`config.mk`:
```
export PLATFORM = sky130hd
export DESIGN_NAME = branch_prediction_unit
export DESIGN_NICKNAME = d
export VERILOG_FILES = /design/src/source/bp_pkg.sv /design/src/source/rv_isa_pkg.sv /design/src/source/local_predictor.sv /design/src/source/predictor_table.sv /design/src/source/branch_predecoder.sv /design/src/source/bp_config_regs.sv /design/src/source/branch_prediction_unit.sv
export SDC_FILE = /design/constraint.sdc
export NUM_CORES = 1
export LEC_CHECK = 0
export BUFFER_PORTS_ARGS = -buffer_cell sky130_fd_sc_hd__buf_4
export CAP_MARGIN = 10
export CORE_MARGIN = 2
export CORE_UTILIZATION = 50
export DETAILED_ROUTE_END_ITERATION = 10
export PLACE_DENSITY = 0.74
export SLEW_MARGIN = 0
export SYNTH_ARGS = -nofsm -noshare
export SYNTH_HDL_FRONTEND = slang
export SYNTH_SLANG_ARGS = --single-unit
```
`constraint.sdc`:
```
create_clock -name clk_i -period 3.8 [get_ports clk_i]
set_input_delay 0.76 -clock clk_i [delete_from_list [all_inputs] [get_ports clk_i]]
set_output_delay 0.76 -clock clk_i [all_outputs]
set_load 0.01 [all_outputs]
```
`src/source/bp_pkg.sv`:
```
package bp_pkg;

    // Table geometry and datapath widths
    localparam int index_bits_c = 4;
    localparam int table_depth_c = 16;
    localparam int xlen_c = 32;
    localparam int mispredict_count_w_c = 16;

    // Host register map
    localparam logic cfg_addr_mode_c = 1'b0;
    localparam logic cfg_addr_count_c = 1'b1;

    // Prediction mode, 11 falls back to dynamic
    typedef enum logic [1:0] {
        mode_static_nt = 2'b00,
        mode_btfn      = 2'b01,
        mode_dynamic   = 2'b10
    } bp_mode_t;

    // Two-bit counter, upper bit is the prediction
    typedef enum logic [1:0] {
        strong_untaken = 2'b00,
        weak_untaken   = 2'b01,
        weak_taken     = 2'b10,
        strong_taken   = 2'b11
    } ctr_state_t;

    // One fetched word from the fetch stage
    typedef struct packed {
        logic              valid;
        logic [xlen_c-1:0] pc;
        logic [31:0]       instr;
    } fetch_req_t;

    // Registered prediction towards fetch
    typedef struct packed {
        logic              valid;
        logic              is_ctrl;
        logic              taken;
        logic [xlen_c-1:0] target;
    } bp_pred_t;

    // Resolved outcome from execute
    typedef struct packed {
        logic              valid;
        logic [xlen_c-1:0] pc;
        logic              taken_resolved;
        logic              predicted_taken;
    } bp_update_t;

    // Host access, stable while req is high
    typedef struct packed {
        logic                            write;
        logic                            addr;
        logic [mispredict_count_w_c-1:0] wdata;
    } cfg_req_t;

endpackage

```
`src/source/rv_isa_pkg.sv`:
```
package rv_isa_pkg;

    // Major opcodes of interest to predecode
    localparam logic [6:0] opcode_branch_c = 7'b1100011;
    localparam logic [6:0] opcode_jal_c = 7'b1101111;

    // Conditional branch layout
    typedef struct packed {
        logic       imm12;
        logic [5:0] imm10_5;
        logic [4:0] rs2;
        logic [4:0] rs1;
        logic [2:0] funct3;
        logic [3:0] imm4_1;
        logic       imm11;
        logic [6:0] opcode;
    } b_type_t;

    // JAL layout
    typedef struct packed {
        logic       imm20;
        logic [9:0] imm10_1;
        logic       imm11;
        logic [7:0] imm19_12;
        logic [4:0] rd;
        logic [6:0] opcode;
    } j_type_t;

    // Same 32-bit word, two field views
    // Opcode sits at bits 6:0 in both
    typedef union packed {
        b_type_t b;
        j_type_t j;
    } instr_word_u;

endpackage

```
`src/source/local_predictor.sv`:
```
module local_predictor (
    input  logic clk_i,
    input  logic reset_i,
    // Resolved direction from execute
    input  logic pc_src_res_e_i,
    // Only this entry's update moves the counter
    input  logic enable_i,
    output logic pc_src_pred_o
);

    bp_pkg::ctr_state_t state_q;
    bp_pkg::ctr_state_t state_d;

    // Step one place toward the resolved direction, saturating at both ends
    always_comb begin
        state_d = state_q;
        case (state_q)
            bp_pkg::strong_taken: begin
                state_d = pc_src_res_e_i ? bp_pkg::strong_taken : bp_pkg::weak_taken;
            end
            bp_pkg::weak_taken: begin
                state_d = pc_src_res_e_i ? bp_pkg::strong_taken : bp_pkg::weak_untaken;
            end
            bp_pkg::weak_untaken: begin
                state_d = pc_src_res_e_i ? bp_pkg::weak_taken : bp_pkg::strong_untaken;
            end
            bp_pkg::strong_untaken: begin
                state_d = pc_src_res_e_i ? bp_pkg::weak_untaken : bp_pkg::strong_untaken;
            end
            default: begin
                state_d = bp_pkg::weak_untaken;
            end
        endcase
    end

    // Start out leaning not-taken
    always_ff @(posedge clk_i or posedge reset_i) begin
        if (reset_i) begin
            state_q <= bp_pkg::weak_untaken;
        end else if (enable_i) begin
            state_q <= state_d;
        end
    end

    // Upper bit set means taken
    assign pc_src_pred_o = state_q[1];

endmodule

```
`src/source/predictor_table.sv`:
```
module predictor_table (
    input  logic                              clk_i,
    input  logic                              reset_i,
    // Training from execute
    input  bp_pkg::bp_update_t                update_i,
    // Lookup from predecode
    input  logic [bp_pkg::index_bits_c-1:0]   rd_index_i,
    output logic                              dyn_taken_o
);

    // Update index taken from PC word bits, byte offset dropped
    logic [bp_pkg::index_bits_c-1:0]  upd_index;
    logic [bp_pkg::table_depth_c-1:0] upd_en;
    logic [bp_pkg::table_depth_c-1:0] ctr_taken;

    assign upd_index = update_i.pc[bp_pkg::index_bits_c+1:2];

    for (genvar i = 0; i < bp_pkg::table_depth_c; i++) begin : g_ctr
        localparam logic [bp_pkg::index_bits_c-1:0] entry_c = i;

        // One-hot enable, gated by update valid
        assign upd_en[i] = update_i.valid && (upd_index == entry_c);

        // Resolved direction is broadcast, enable picks the entry
        local_predictor u_ctr (
            .clk_i          (clk_i),
            .reset_i        (reset_i),
            .pc_src_res_e_i (update_i.taken_resolved),
            .enable_i       (upd_en[i]),
            .pc_src_pred_o  (ctr_taken[i])
        );
    end

    // Read is combinational
    // Shows the old state when an update lands on the same edge
    assign dyn_taken_o = ctr_taken[rd_index_i];

endmodule

```
`src/source/branch_predecoder.sv`:
```
module branch_predecoder (
    input  logic                            clk_i,
    input  logic                            reset_i,
    input  bp_pkg::fetch_req_t              fetch_i,
    input  bp_pkg::bp_mode_t                mode_i,
    // Counter prediction for rd_index_o
    input  logic                            dyn_taken_i,
    output logic [bp_pkg::index_bits_c-1:0] rd_index_o,
    output bp_pkg::bp_pred_t                pred_o
);

    rv_isa_pkg::instr_word_u       instr_w;
    logic                          is_branch;
    logic                          is_jal;
    logic [bp_pkg::xlen_c-1:0]     b_imm;
    logic [bp_pkg::xlen_c-1:0]     j_imm;
    logic [bp_pkg::xlen_c-1:0]     target_d;
    logic                          branch_taken;
    bp_pkg::bp_pred_t              pred_d;

    // Raw word seen through both field layouts
    assign instr_w = fetch_i.instr;

    // Opcode occupies the same bits in either view
    assign is_branch = (instr_w.b.opcode == rv_isa_pkg::opcode_branch_c);
    assign is_jal = (instr_w.j.opcode == rv_isa_pkg::opcode_jal_c);

    // B-type offset, 13 bits signed, bit 0 always zero
    assign b_imm = {{19{instr_w.b.imm12}}, instr_w.b.imm12, instr_w.b.imm11,
                    instr_w.b.imm10_5, instr_w.b.imm4_1, 1'b0};

    // J-type offset, 21 bits signed
    assign j_imm = {{11{instr_w.j.imm20}}, instr_w.j.imm20, instr_w.j.imm19_12,
                    instr_w.j.imm11, instr_w.j.imm10_1, 1'b0};

    // Fall-through for anything not a branch or jump
    always_comb begin
        if (is_jal) begin
            target_d = fetch_i.pc + j_imm;
        end else if (is_branch) begin
            target_d = fetch_i.pc + b_imm;
        end else begin
            target_d = fetch_i.pc + 32'd4;
        end
    end

    // Conditional branch direction per mode
    always_comb begin
        case (mode_i)
            bp_pkg::mode_static_nt: branch_taken = 1'b0;
            // Backward offsets are usually loops
            bp_pkg::mode_btfn:      branch_taken = instr_w.b.imm12;
            // Dynamic and the spare encoding both use the table
            default:                branch_taken = dyn_taken_i;
        endcase
    end

    // Table lookup on PC word bits
    assign rd_index_o = fetch_i.pc[bp_pkg::index_bits_c+1:2];

    always_comb begin
        pred_d.valid = fetch_i.valid;
        pred_d.is_ctrl = is_branch || is_jal;
        // JAL always redirects
        pred_d.taken = is_jal || (is_branch && branch_taken);
        pred_d.target = target_d;
    end

    // Loads every cycle, no stall path
    always_ff @(posedge clk_i or posedge reset_i) begin
        if (reset_i) begin
            pred_o <= '0;
        end else begin
            pred_o <= pred_d;
        end
    end

endmodule

```
`src/source/bp_config_regs.sv`:
```
module bp_config_regs (
    input  logic                                    clk_i,
    input  logic                                    reset_i,
    // Four-phase host port
    input  logic                                    cfg_req_i,
    input  bp_pkg::cfg_req_t                        cfg_i,
    output logic                                    cfg_ack_o,
    output logic [bp_pkg::mispredict_count_w_c-1:0] cfg_rdata_o,
    // Resolved outcomes, for the mispredict count
    input  bp_pkg::bp_update_t                      update_i,
    output bp_pkg::bp_mode_t                        mode_o
);

    logic                                    req_q;
    logic                                    ack_q;
    logic                                    access_fire;
    logic                                    mispredict;
    logic [bp_pkg::mispredict_count_w_c-1:0] count_q;
    logic [bp_pkg::mispredict_count_w_c-1:0] rdata_q;
    bp_pkg::bp_mode_t                        mode_q;

    // Registered req, the access happens one cycle after it is seen high
    assign access_fire = req_q && !ack_q;

    // Prediction disagreed with the resolved direction
    assign mispredict = update_i.valid &&
                        (update_i.taken_resolved != update_i.predicted_taken);

    // Handshake state
    // ack rises with the access and drops a cycle after req is seen low
    always_ff @(posedge clk_i or posedge reset_i) begin
        if (reset_i) begin
            req_q <= 1'b0;
            ack_q <= 1'b0;
        end else begin
            req_q <= cfg_req_i;
            if (access_fire) begin
                ack_q <= 1'b1;
            end else if (!req_q) begin
                ack_q <= 1'b0;
            end
        end
    end

    // Mode register, low two bits of the write data
    always_ff @(posedge clk_i or posedge reset_i) begin
        if (reset_i) begin
            mode_q <= bp_pkg::mode_dynamic;
        end else if (access_fire && cfg_i.write && cfg_i.addr == bp_pkg::cfg_addr_mode_c) begin
            mode_q <= bp_pkg::bp_mode_t'(cfg_i.wdata[1:0]);
        end
    end

    // Mispredict counter
    // Host write clears it, which wins over a same-cycle increment
    always_ff @(posedge clk_i or posedge reset_i) begin
        if (reset_i) begin
            count_q <= '0;
        end else if (access_fire && cfg_i.write && cfg_i.addr == bp_pkg::cfg_addr_count_c) begin
            count_q <= '0;
        end else if (mispredict && !(&count_q)) begin
            count_q <= count_q + 1'b1;
        end
    end

    // Read data captured with the access, held while ack is up
    always_ff @(posedge clk_i) begin
        if (access_fire && !cfg_i.write) begin
            if (cfg_i.addr == bp_pkg::cfg_addr_mode_c) begin
                rdata_q <= {{(bp_pkg::mispredict_count_w_c-2){1'b0}}, mode_q};
            end else begin
                rdata_q <= count_q;
            end
        end
    end

    assign cfg_ack_o = ack_q;
    assign cfg_rdata_o = rdata_q;
    assign mode_o = mode_q;

endmodule

```
`src/source/branch_prediction_unit.sv`:
```
module branch_prediction_unit (
    input  logic                                    clk_i,
    input  logic                                    reset_i,
    // Fetch side
    input  bp_pkg::fetch_req_t                      fetch_i,
    // Execute side
    input  bp_pkg::bp_update_t                      update_i,
    // Host register port
    input  logic                                    cfg_req_i,
    input  bp_pkg::cfg_req_t                        cfg_i,
    output logic                                    cfg_ack_o,
    output logic [bp_pkg::mispredict_count_w_c-1:0] cfg_rdata_o,
    // Prediction, one cycle after fetch
    output bp_pkg::bp_pred_t                        pred_o
);

    bp_pkg::bp_mode_t                mode;
    logic [bp_pkg::index_bits_c-1:0] rd_index;
    logic                            dyn_taken;

    // Mode register and mispredict count
    bp_config_regs u_cfg (
        .clk_i       (clk_i),
        .reset_i     (reset_i),
        .cfg_req_i   (cfg_req_i),
        .cfg_i       (cfg_i),
        .cfg_ack_o   (cfg_ack_o),
        .cfg_rdata_o (cfg_rdata_o),
        .update_i    (update_i),
        .mode_o      (mode)
    );

    // Decode, target add and decision
    branch_predecoder u_predecode (
        .clk_i       (clk_i),
        .reset_i     (reset_i),
        .fetch_i     (fetch_i),
        .mode_i      (mode),
        .dyn_taken_i (dyn_taken),
        .rd_index_o  (rd_index),
        .pred_o      (pred_o)
    );

    // Counters trained by execute
    predictor_table u_table (
        .clk_i       (clk_i),
        .reset_i     (reset_i),
        .update_i    (update_i),
        .rd_index_i  (rd_index),
        .dyn_taken_o (dyn_taken)
    );

endmodule

```
==> impl_metrics.yaml, run 1 <==
grt:
  grt_pass1_vias: 7556
  grt_pass1_wl_um: 37800
  grt_util_all_layers: 0.265
  grt_max_degree: 54
  antenna_found_initial: 0
  overflow: 0
yosys:
  yosys.area.top_type: "dfrtp_1"
  avgSynthCellArea_um2: 8.41
  synth-seq-cells: 103
  synthesis.nets: 1153
  async_flop_share: 0.845
  yosys-top-cells-area: "dfrtp_1 21%, ha_1 6.8%, edfxtp_1 5.8%"
  netlist.area_leader.share: 0.212
  synthFlopType: "dfrtp_1"
  yosys_warnings: 0
  yosysSeqAreaShare: 0.324
  synth_edf_count: 16
  synth_cell_types: 80
  synthCells: 985
  syn_area_um2: 8280
clocking:
  insertion_delay_ns: 0.36
  tritoncts.num_buffers: 9
  htreeDepth: 3
  cts.hold.buffers_added: 0
  numClockSinks: 103
  clock_path_buffers: 2
  cts_tree: "yes"
  post_cts_buffers: 0
  cts_resized: 0
  clock-root-buffer: "clkbuf_16"
  cts.clk_slew.worst_paths_ns: 0.08
sta:
  grt_setup_unrepaired: "no"
  min_period_ns: 3.23
  fin_ws_ns: 0.569
  clock_skew_ns: 0.00636
  min_period_over_period: 0.850
  drv_slew: 0
  max_freq_ghz: 0.310
  whs_ns: 0.368
  tns_ns: 0
  slew_headroom: 0.421
  worst-slew-pin-transition_ns: 0.866
  setup_violations: 0
  finalHoldViolations: 0
placement:
  pre_cts_slack_ns: 0.267
  gp_congestion: 0.952
  dp_hpwl_um: 17400
  placed_cell_area_um2: 9430
  io_buffers: 130
status:
  run_status: "completed"
route:
  via_count: 8001
  ant_nets: 0
  drt_iter0_drc: 653
  first_pass_iters: 6
  via_per_inst: 6.07
  drcViolationCount: 0
  wl_per_cell_um: 17.8
  finalWirelength_um: 23400
die:
  start_util: 0.505
  rows: 47
  core_area_um2: 16400
  die_w_um: 133
  dieArea_um2: 17600
  die_y_um: 133
  io_pins: 173
setup_path:
  startpoint_type: "primary input"
  cp-end-kind: "flop"
  cp.required_ns: 4.04
  crit_type: "primary input to flop"
  cp.arrival_ns: 3.47
  crit_fanout: 4
power:
  p_per_area_nw_per_um2: 323
  leakage_uw: 0.00419
  ir_worst_vdd_mv: 0.230
finish:
  areaGrowthSynthToFinish_pct: 17.6
  post-route-util: 0.594
  drive_gt1_frac: 0.193
  antenna_cells: 0
  design_area_um2: 9740
  nets: 1262
min_path:
  holdCritPathClass: "primary input to asynchronous set/reset pin"
flow_run:
  drv_cap: 0
## final timing paths
| kind | depth (start not counted) | from | slack [ns] | end |
|---|---|---|---|---|
| max | 12 | fetch_i[33] | 0.57 | u_predecode.pred_o[29] |
| min | 2 | reset_i | 0.37 | u_table.g_ctr[14].u_ctr.state_q[1] |
| max reg2reg | 9 | u_cfg.count_q[2] | 1.56 | u_cfg.count_q[3] |
| min reg2reg | 0 | u_cfg.req_q | 0.45 | u_cfg.cfg_ack_o |
| max in group asynchronous | 3 | reset_i | 2.58 | u_table.g_ctr[7].u_ctr.state_q[0] |
| min in group clk_i | 0 | u_cfg.req_q | 0.45 | u_cfg.cfg_ack_o |
## flip-flops by register name (all words and copies together) (netlist names)
name / count
u_cfg.req_q: 1
u_cfg.cfg_ack_o: 1
u_cfg.count_q: 16
u_predecode.pred_o: 35
u_cfg.mode_o: 2
u_cfg.cfg_rdata_o: 16
u_table.g_ctr.u_ctr.state_q: 32
## metal layers
layer,wire [um],GRT usage,vias to the layer above
met1,10200,0.356,3749
met3,1540,0.0337,66
li1,-,-,3864
met5,0,0,-
met2,10900,0.439,322
met4,779,0.102,0
## Yosys cell counts, drive strengths merged, types with 17 or more instances
library cell,count
nand2,94
o21ai,92
a21oi,87
nor2,87
dfrtp,70
ha,45
clkbuf,35
inv,34
nand3,32
xor2,27
xnor2,26
and2,24
a21o,21
and3,19
nor3,19
nand4,18
dfstp,17
## critical path, cell delays in order
cell	delay [ns]
buf_4	0.09
ha_1	0.22
inv_1	0.07
fa_1	0.37
nor2b_1	0.23
o31a_2	0.20
nor4b_2	0.06
nor2_1	0.30
a31oi_1	0.19
a211oi_1	0.42
mux2_1	0.38
o221ai_1	0.18
## metrics by stage
stage          cells  total power (uW)
6_report        1319              3150
4_1_cts         1318              3150
5_1_grt         1319              3300
3_3_place_gp    1302              2180
2_1_floorplan    985              1890
3_5_place_dp    1302              2190
## cells by family (layout without fill, tap and decap cells)
| family | count (synthesis) | in the layout | synth area share |
|---|---|---|---|
| XOR/XNOR | 53 | 53 | 0.0561 |
| AND/OR/NAND/NOR | 349 | 349 | 0.210 |
| flip-flops | 103 | 103 | 0.324 |
| buffers and inverters | 80 | 194 | 0.0414 |
| multiplexers | 26 | 26 | 0.0399 |
| adder cells (fa/ha/maj) | 47 | 47 | 0.0728 |
| AO/OA/AOI/OAI | 327 | 327 | 0.257 |
## power by group
group          total, uW  internal [uW]  switching (uW)
Combinational        919            393             525
Clock                957            513             445
Sequential          1270           1210            58.1
Total               3150           2120            1030
## layout make-up
| type | count | area [um2] |
|---|---|---|
| inverters | 34 | 129 |
| flip-flops and latches | 103 | 2680 |
| fillers | 1489 | 6670 |
| multi-input cells | 802 | 5270 |
| clock inverters | 7 | 71.3 |
| well taps | 220 | 275 |
| clock buffers | 9 | 225 |
| repair buffers | 144 | 1080 |
## layout by cell type (no fill, tap or decap), drive strengths merged, types with 6 or more instances in the layout
| cell type | n |
|---|---|
| a211o | 6 |
| a211oi | 16 |
| a21o | 21 |
| a21oi | 87 |
| a221o | 6 |
| a22oi | 7 |
| a31oi | 13 |
| and2 | 24 |
| and3 | 19 |
| and4 | 6 |
| buf | 144 |
| clkbuf | 9 |
| clkinv | 6 |
| dfrtp | 70 |
| dfstp | 17 |
| edfxtp | 16 |
| ha | 45 |
| inv | 34 |
| mux2 | 6 |
| mux2i | 15 |
| nand2 | 94 |
| nand2b | 7 |
| nand3 | 32 |
| nand4 | 18 |
| nor2 | 87 |
| nor2b | 12 |
| nor3 | 19 |
| nor4 | 6 |
| o211ai | 12 |
| o21a | 6 |
| o21ai | 92 |
| o21bai | 10 |
| o221ai | 8 |
| or3 | 12 |
| xnor2 | 26 |
| xor2 | 27 |
Note: power is estimated with default switching activity, not from simulation.
==> inputs of run 2 (changes only) <==
==> constraint.sdc (replaced) <==
create_clock -name clk_i -period 4.1 [get_ports clk_i]
set_input_delay 0.82 -clock clk_i [delete_from_list [all_inputs] [get_ports clk_i]]
set_output_delay 0.82 -clock clk_i [all_outputs]
set_load 0.01 [all_outputs]
==> run 2 against run 1 <==
Net effect:
- clock skew up 0.0023 ns
- worst hold slack better by 0.061 ns
- final area up 0.15%
- utilization up 0.091 points
- sequential power down 7%
- critical endpoint unchanged
- global-route usage up 0.082 points
- critical path type unchanged
- flip-flop and latch count unchanged
- non-clock buffer count down 3
==> impl_metrics.yaml, run 2 (synthesis results as in run 1) <==
status:
  run_status: "completed"
route:
  via_per_inst: 6.04
  drt_iter0_drc: 686
  drcViolationCount: 0
  finalWirelength_um: 23100
  wl_per_cell_um: 17.6
  via_count: 7944
  ant_nets: 0
  first_pass_iters: 5
finish:
  largest_reg_flops: 35
  mostFrequentLayoutCells: "141 x buf_4, 93 x nand2_1, 87 x a21oi_1"
  drive_gt1_frac: 0.190
  top_register: "u_predecode.pred_o"
  reg.largest.list: "u_predecode.pred_o: 35 flops, u_table.g_ctr.u_ctr.state_q: 32 flops"
  fillers: 1479
  final_common_cell: "buf_4"
  layout.cells.non_filler: 1316
  nets: 1259
  areaGrowthSynthToFinish_pct: 17.8
  antenna_cells: 0
grt:
  overflow: 0
  grt_pass1_wl_um: 37900
  grt_pass1_vias: 7478
  grt_max_degree: 57
  antenna_found_initial: 0
  grt_util_all_layers: 0.266
setup_path:
  cp.required_ns: 4.35
  startpoint_type: "primary input"
  crit_fanout: 4
  cp-end-kind: "flop"
  crit_type: "primary input to flop"
  cp_num_buf_inv: 2
  cp.arrival_ns: 3.51
  cp_slowest_cell: "a211oi_1"
  crit_chain: "buf_4, ha_1, inv_1, fa_1, nor2b_1, o31a_2, nor4b_2, nor2_1, a31oi_1, a211oi_1, mux2_1, o221ai_1"
  slowest_delay_ns: 0.45
  crit_family: "compound AO/OA/AOI/OAI gates"
clocking:
  cts.clk_slew.worst_paths_ns: 0.07
  insertion_delay_ns: 0.36
  cts_resized: 0
  tritoncts.num_buffers: 9
  htreeDepth: 3
  cts_tree: "yes"
  post_cts_buffers: 0
  clock_path_buffers: 2
  cts.hold.buffers_added: 0
  numClockSinks: 103
  clock-root-buffer: "clkbuf_16"
power:
  ir_worst_vdd_mv: 0.225
  leakage_uw: 0.00419
  finalPower_uw: 3030
  p_per_area_nw_per_um2: 311
sta:
  slew_headroom: 0.276
  worst-slew-pin-transition_ns: 1.08
  min_period_ns: 3.26
  max_freq_ghz: 0.307
  tns_ns: 0
  grt_setup_unrepaired: "no"
  clock_skew_ns: 0.00869
  min_period_over_period: 0.794
  setup_violations: 0
  finalHoldViolations: 0
  whs_ns: 0.429
  drv_slew: 0
flow_run:
  drv_cap: 0
die:
  dieArea_um2: 17600
  io_pins: 173
  core_area_um2: 16400
  die_w_um: 133
  rows: 47
  start_util: 0.505
  die_y_um: 133
placement:
  io_buffers: 130
  gp_congestion: 0.935
  dp_hpwl_um: 17000
  placedCellCount: 1300
min_path:
  holdCritPathClass: "flop to flop"
-- run 2: routing by layer --
layer  part of all wire  wire length, um  GRT usage
met1               0.44            10100      0.356
met2               0.46            10700      0.428
met3              0.070             1620     0.0513
met4              0.031              712      0.102
met5                  0                0          0
-- run 2: path summary, 6_finish.rpt --
kind,start,to,slack (ns),depth (start not counted)
worst max-delay path,fetch_i[33],u_predecode.pred_o[29],0.84,12
worst min-delay path,u_cfg.req_q,u_cfg.cfg_ack_o,0.43,0
worst max register to register,u_cfg.count_q[3],u_cfg.count_q[3],1.87,9
worst min register to register,u_cfg.req_q,u_cfg.cfg_ack_o,0.43,0
max in group asynchronous,reset_i,u_table.g_ctr[13].u_ctr.state_q[0],2.60,3
min in group asynchronous,reset_i,u_predecode.pred_o[9],0.67,2
-- run 2: layout make-up --
cell class,count,area [um2],share of cell area
Tap cell,220,275,0.0282
Sequential cell,103,2680,0.275
Multi-Input combinational cell,802,5270,0.541
Clock buffer,10,229,0.0235
Timing Repair Buffer,141,1060,0.109
Inverter,34,129,0.0132
Clock inverter,6,109,0.0112
-- run 2: metrics by stage --
step	instance area [um2]	setup WS (ns)	utilization
after global placement	9420	0.572	0.574
after floorplan	8280	0.986	-
final	9750	0.844	0.594
after detailed placement	9420	0.536	0.574
after global routing	9750	0.654	0.594
after CTS	9750	0.907	0.594
-- run 2: power by group --
group	switching [uW]	internal, uW	leakage [uW]	total [uW]
sequential	53.6	1120	0.00116	1180
combinational	481	361	0.00287	843
clock	413	598	0.000167	1010
==> inputs of run 3 (changes only) <==
--- a/config.mk
+++ b/config.mk
@@ -5,12 +5,13 @@
 export SDC_FILE = /design/constraint.sdc
 export NUM_CORES = 1
 export LEC_CHECK = 0
+export ABC_AREA = 1
 export BUFFER_PORTS_ARGS = -buffer_cell sky130_fd_sc_hd__buf_4
 export CAP_MARGIN = 10
 export CORE_MARGIN = 2
 export CORE_UTILIZATION = 50
 export DETAILED_ROUTE_END_ITERATION = 10
-export PLACE_DENSITY = 0.74
+export PLACE_DENSITY = 0.73
 export SLEW_MARGIN = 0
 export SYNTH_ARGS = -nofsm -noshare
 export SYNTH_HDL_FRONTEND = slang
==> constraint.sdc (replaced) <==
create_clock -name clk_i -period 3.2 [get_ports clk_i]
set_input_delay 0.64 -clock clk_i [delete_from_list [all_inputs] [get_ports clk_i]]
set_output_delay 0.64 -clock clk_i [all_outputs]
set_load 0.01 [all_outputs]
==> run 3 against run 2 <==
Net effect:
- sequential power rose by 47%
- clock skew fell by 0.00094 ns
- die area up 13%
- via count grew 28%
- sequential share of layout area decreased by 3.0 points
- wire length increased by 29%
- count of clock-buffer cells in the layout is the same
- critical path depth grew 4
- clock power rose by 11%
- combinational power increased by 72%
- critical path type unchanged
- largest cell class unchanged
==> impl_metrics.yaml, run 3 <==
clocking:
  tritoncts.num_buffers: 9
  numClockSinks: 103
  cts.clk_slew.worst_paths_ns: 0.07
  clock-root-buffer: "clkbuf_16"
  cts_resized: 0
  cts_tree: "yes"
  cts.hold.buffers_added: 0
  htreeDepth: 3
  clock_path_buffers: 2
  post_cts_buffers: 0
  insertion_delay_ns: 0.35
sta:
  max_freq_ghz: 0.407
  drv_slew: 0
  worst-slew-pin-transition_ns: 0.852
  min_period_ns: 2.46
  finalHoldViolations: 0
  fin_ws_ns: 0.745
  min_period_over_period: 0.767
  clock_skew_ns: 0.00775
  grt_setup_unrepaired: "no"
  setup_violations: 0
  slew_headroom: 0.432
  tns_ns: 0
finish:
  antenna_cells: 0
  areaGrowthSynthToFinish_pct: 16.5
  nets: 1819
  top_register: "u_predecode.pred_o"
  largest_reg_flops: 35
  drive_gt1_frac: 0.128
  post-route-util: 0.590
  reg.largest.list: "u_predecode.pred_o: 35 flops, u_table.g_ctr.u_ctr.state_q: 32 flops"
  regArea_um2: 2680
  final_common_cell: "nand2_1"
  design_area_um2: 11000
  multi_input_area_um2: 5710
  mostFrequentLayoutCells: "522 x nand2_1, 234 x inv_1, 158 x nor2_1"
  fillers: 1845
setup_path:
  cp-end-kind: "flop"
  startpoint_type: "primary input"
  crit_chain: "buf_4, inv_1, fa_1, inv_1, nand2_1, o21ai_2, nand2_1, nand2_1, nand2_1, nand2_1, nand2_1, nand3_1, nand2_1, nand2_1, nand2_1, nand2_1"
  cp_num_buf_inv: 3
  crit_family: "simple AND/OR/NAND/NOR gates"
  crit_fanout: 14
  cp_slowest_cell: "fa_1"
  cpMostUsedCell: "nand2_1"
  cp.required_ns: 3.49
  crit_cells: 16
  crit_type: "primary input to flop"
  r2r_cells: 9
  cp.arrival_ns: 2.75
  slowest_delay_ns: 0.45
placement:
  pre_cts_slack_ns: 0.417
  dp_hpwl_um: 24100
  placed_cell_area_um2: 10700
  io_buffers: 130
  gp_congestion: 1.03
die:
  die_w_um: 141
  die_y_um: 141
  io_pins: 173
  dieArea_um2: 19900
  rows: 50
  start_util: 0.506
  core_area_um2: 18600
power:
  leakage_uw: 0.00574
  p_per_area_nw_per_um2: 393
  ir_worst_vdd_mv: 0.232
  finalPower_uw: 4310
yosys:
  synthFlopType: "dfrtp_1"
  synth_cell_types: 49
  yosys_warnings: 0
  synthesis.nets: 1692
  yosys.area.top_type: "nand2_1"
  synthCells: 1524
  yosysSeqAreaShare: 0.285
  yosys-top-cells-area: "nand2_1 21%, dfrtp_1 19%, inv_1 9.4%"
  synth_most_common_cell: "nand2_1"
  netlist.area_leader.share: 0.208
  synth-seq-cells: 103
  async_flop_share: 0.845
  yosys-top-cells-count: "522 x nand2_1, 235 x inv_1, 158 x nor2_1"
  avgSynthCellArea_um2: 6.17
  syn_area_um2: 9400
  synth_edf_count: 16
grt:
  grt_pass1_wl_um: 46400
  overflow: 0
  globalRouteMet3Util: 0.0329
  grt_util_all_layers: 0.295
  antenna_found_initial: 0
  met2_usage: 0.511
  top_usage_layer: "met2"
  grt_pass1_vias: 9163
  grt_max_degree: 47
  use_met1: 0.380
route:
  via_per_inst: 5.38
  drt_iter0_drc: 770
  drcViolationCount: 0
  ant_nets: 0
  first_pass_iters: 6
  finalWirelength_um: 29900
  via_count: 10200
  wl_per_cell_um: 15.8
min_path:
  worstHoldPathCells: 1
  holdCritPathClass: "primary input to flop"
flow_run:
  drv_cap: 0
status:
  run_status: "completed"
-- run 3: changes by cell type after synthesis, sizes merged, moves of 13 or more --
cell / previous run / this run
clkbuf: 35 / 12
nand2: 94 / 528
nand3: 32 / 86
a211oi: 16 / 0
mux2i: 15 / 1
and3: 19 / 0
a21o: 21 / 4
xnor2: 26 / 5
inv: 34 / 242
and2: 24 / 2
nand3b: 2 / 15
nor2: 87 / 164
-- run 3: per-layer routing --
| layer | part of all wire | vias up |
|---|---|---|
| met3 | 0.062 | 69 |
| met4 | 0.034 | 0 |
| met2 | 0.47 | 402 |
| li1 | - | 5087 |
| met1 | 0.43 | 4604 |
| met5 | 0 | - |
-- run 3: path summary, 6_finish.rpt --
check	start	endpoint	slack, ns
max in group asynchronous	reset_i	u_cfg.count_q[0]	1.98
max	fetch_i[34]	u_predecode.pred_o[27]	0.74
min	fetch_i[64]	u_predecode.pred_o[34]	0.39
min in group asynchronous	reset_i	u_cfg.mode_o[0]	0.43
min reg2reg	u_cfg.req_q	u_cfg.cfg_ack_o	0.43
max reg2reg	u_cfg.count_q[1]	u_cfg.count_q[13]	1.18
-- run 3: through the flow --
stage / instances / hold slack, ns
4_1_cts: 1890 / 0.385
3_3_place_gp: 1874 / 0.407
6_report: 1890 / 0.392
5_1_grt: 1890 / 0.383
3_5_place_dp: 1874 / 0.414
2_1_floorplan: 1524 / 0.462
-- run 3: final cells by class --
cell class | instances | share of cell area
Clock inverter | 6 | 0.00640
Sequential cell | 103 | 0.245
Inverter | 243 | 0.0834
Tap cell | 234 | 0.0267
Clock buffer | 10 | 0.0209
Multi-Input combinational cell | 1153 | 0.521
Timing Repair Buffer | 141 | 0.0966
-- run 3: kinds of logic (layout without fill, tap and decap cells) --
group / Yosys count / count (layout) / share of synthesized area
mux: 2 / 2 / 0.00226
xor+xnor: 34 / 34 / 0.0317
simple gates: 853 / 853 / 0.379
compound gates: 217 / 217 / 0.130
fa+ha+maj: 47 / 47 / 0.0641
flops: 103 / 103 / 0.285
buf+inv: 268 / 400 / 0.109
-- run 3: where the power goes --
part	leakage [uW]	switching (uW)	total, uW	internal (uW)
Combinational	0.00441	914	1450	538
Sequential	0.00119	156	1730	1580
Clock	0.000142	508	1120	613
Total	0.00574	1580	4310	2730
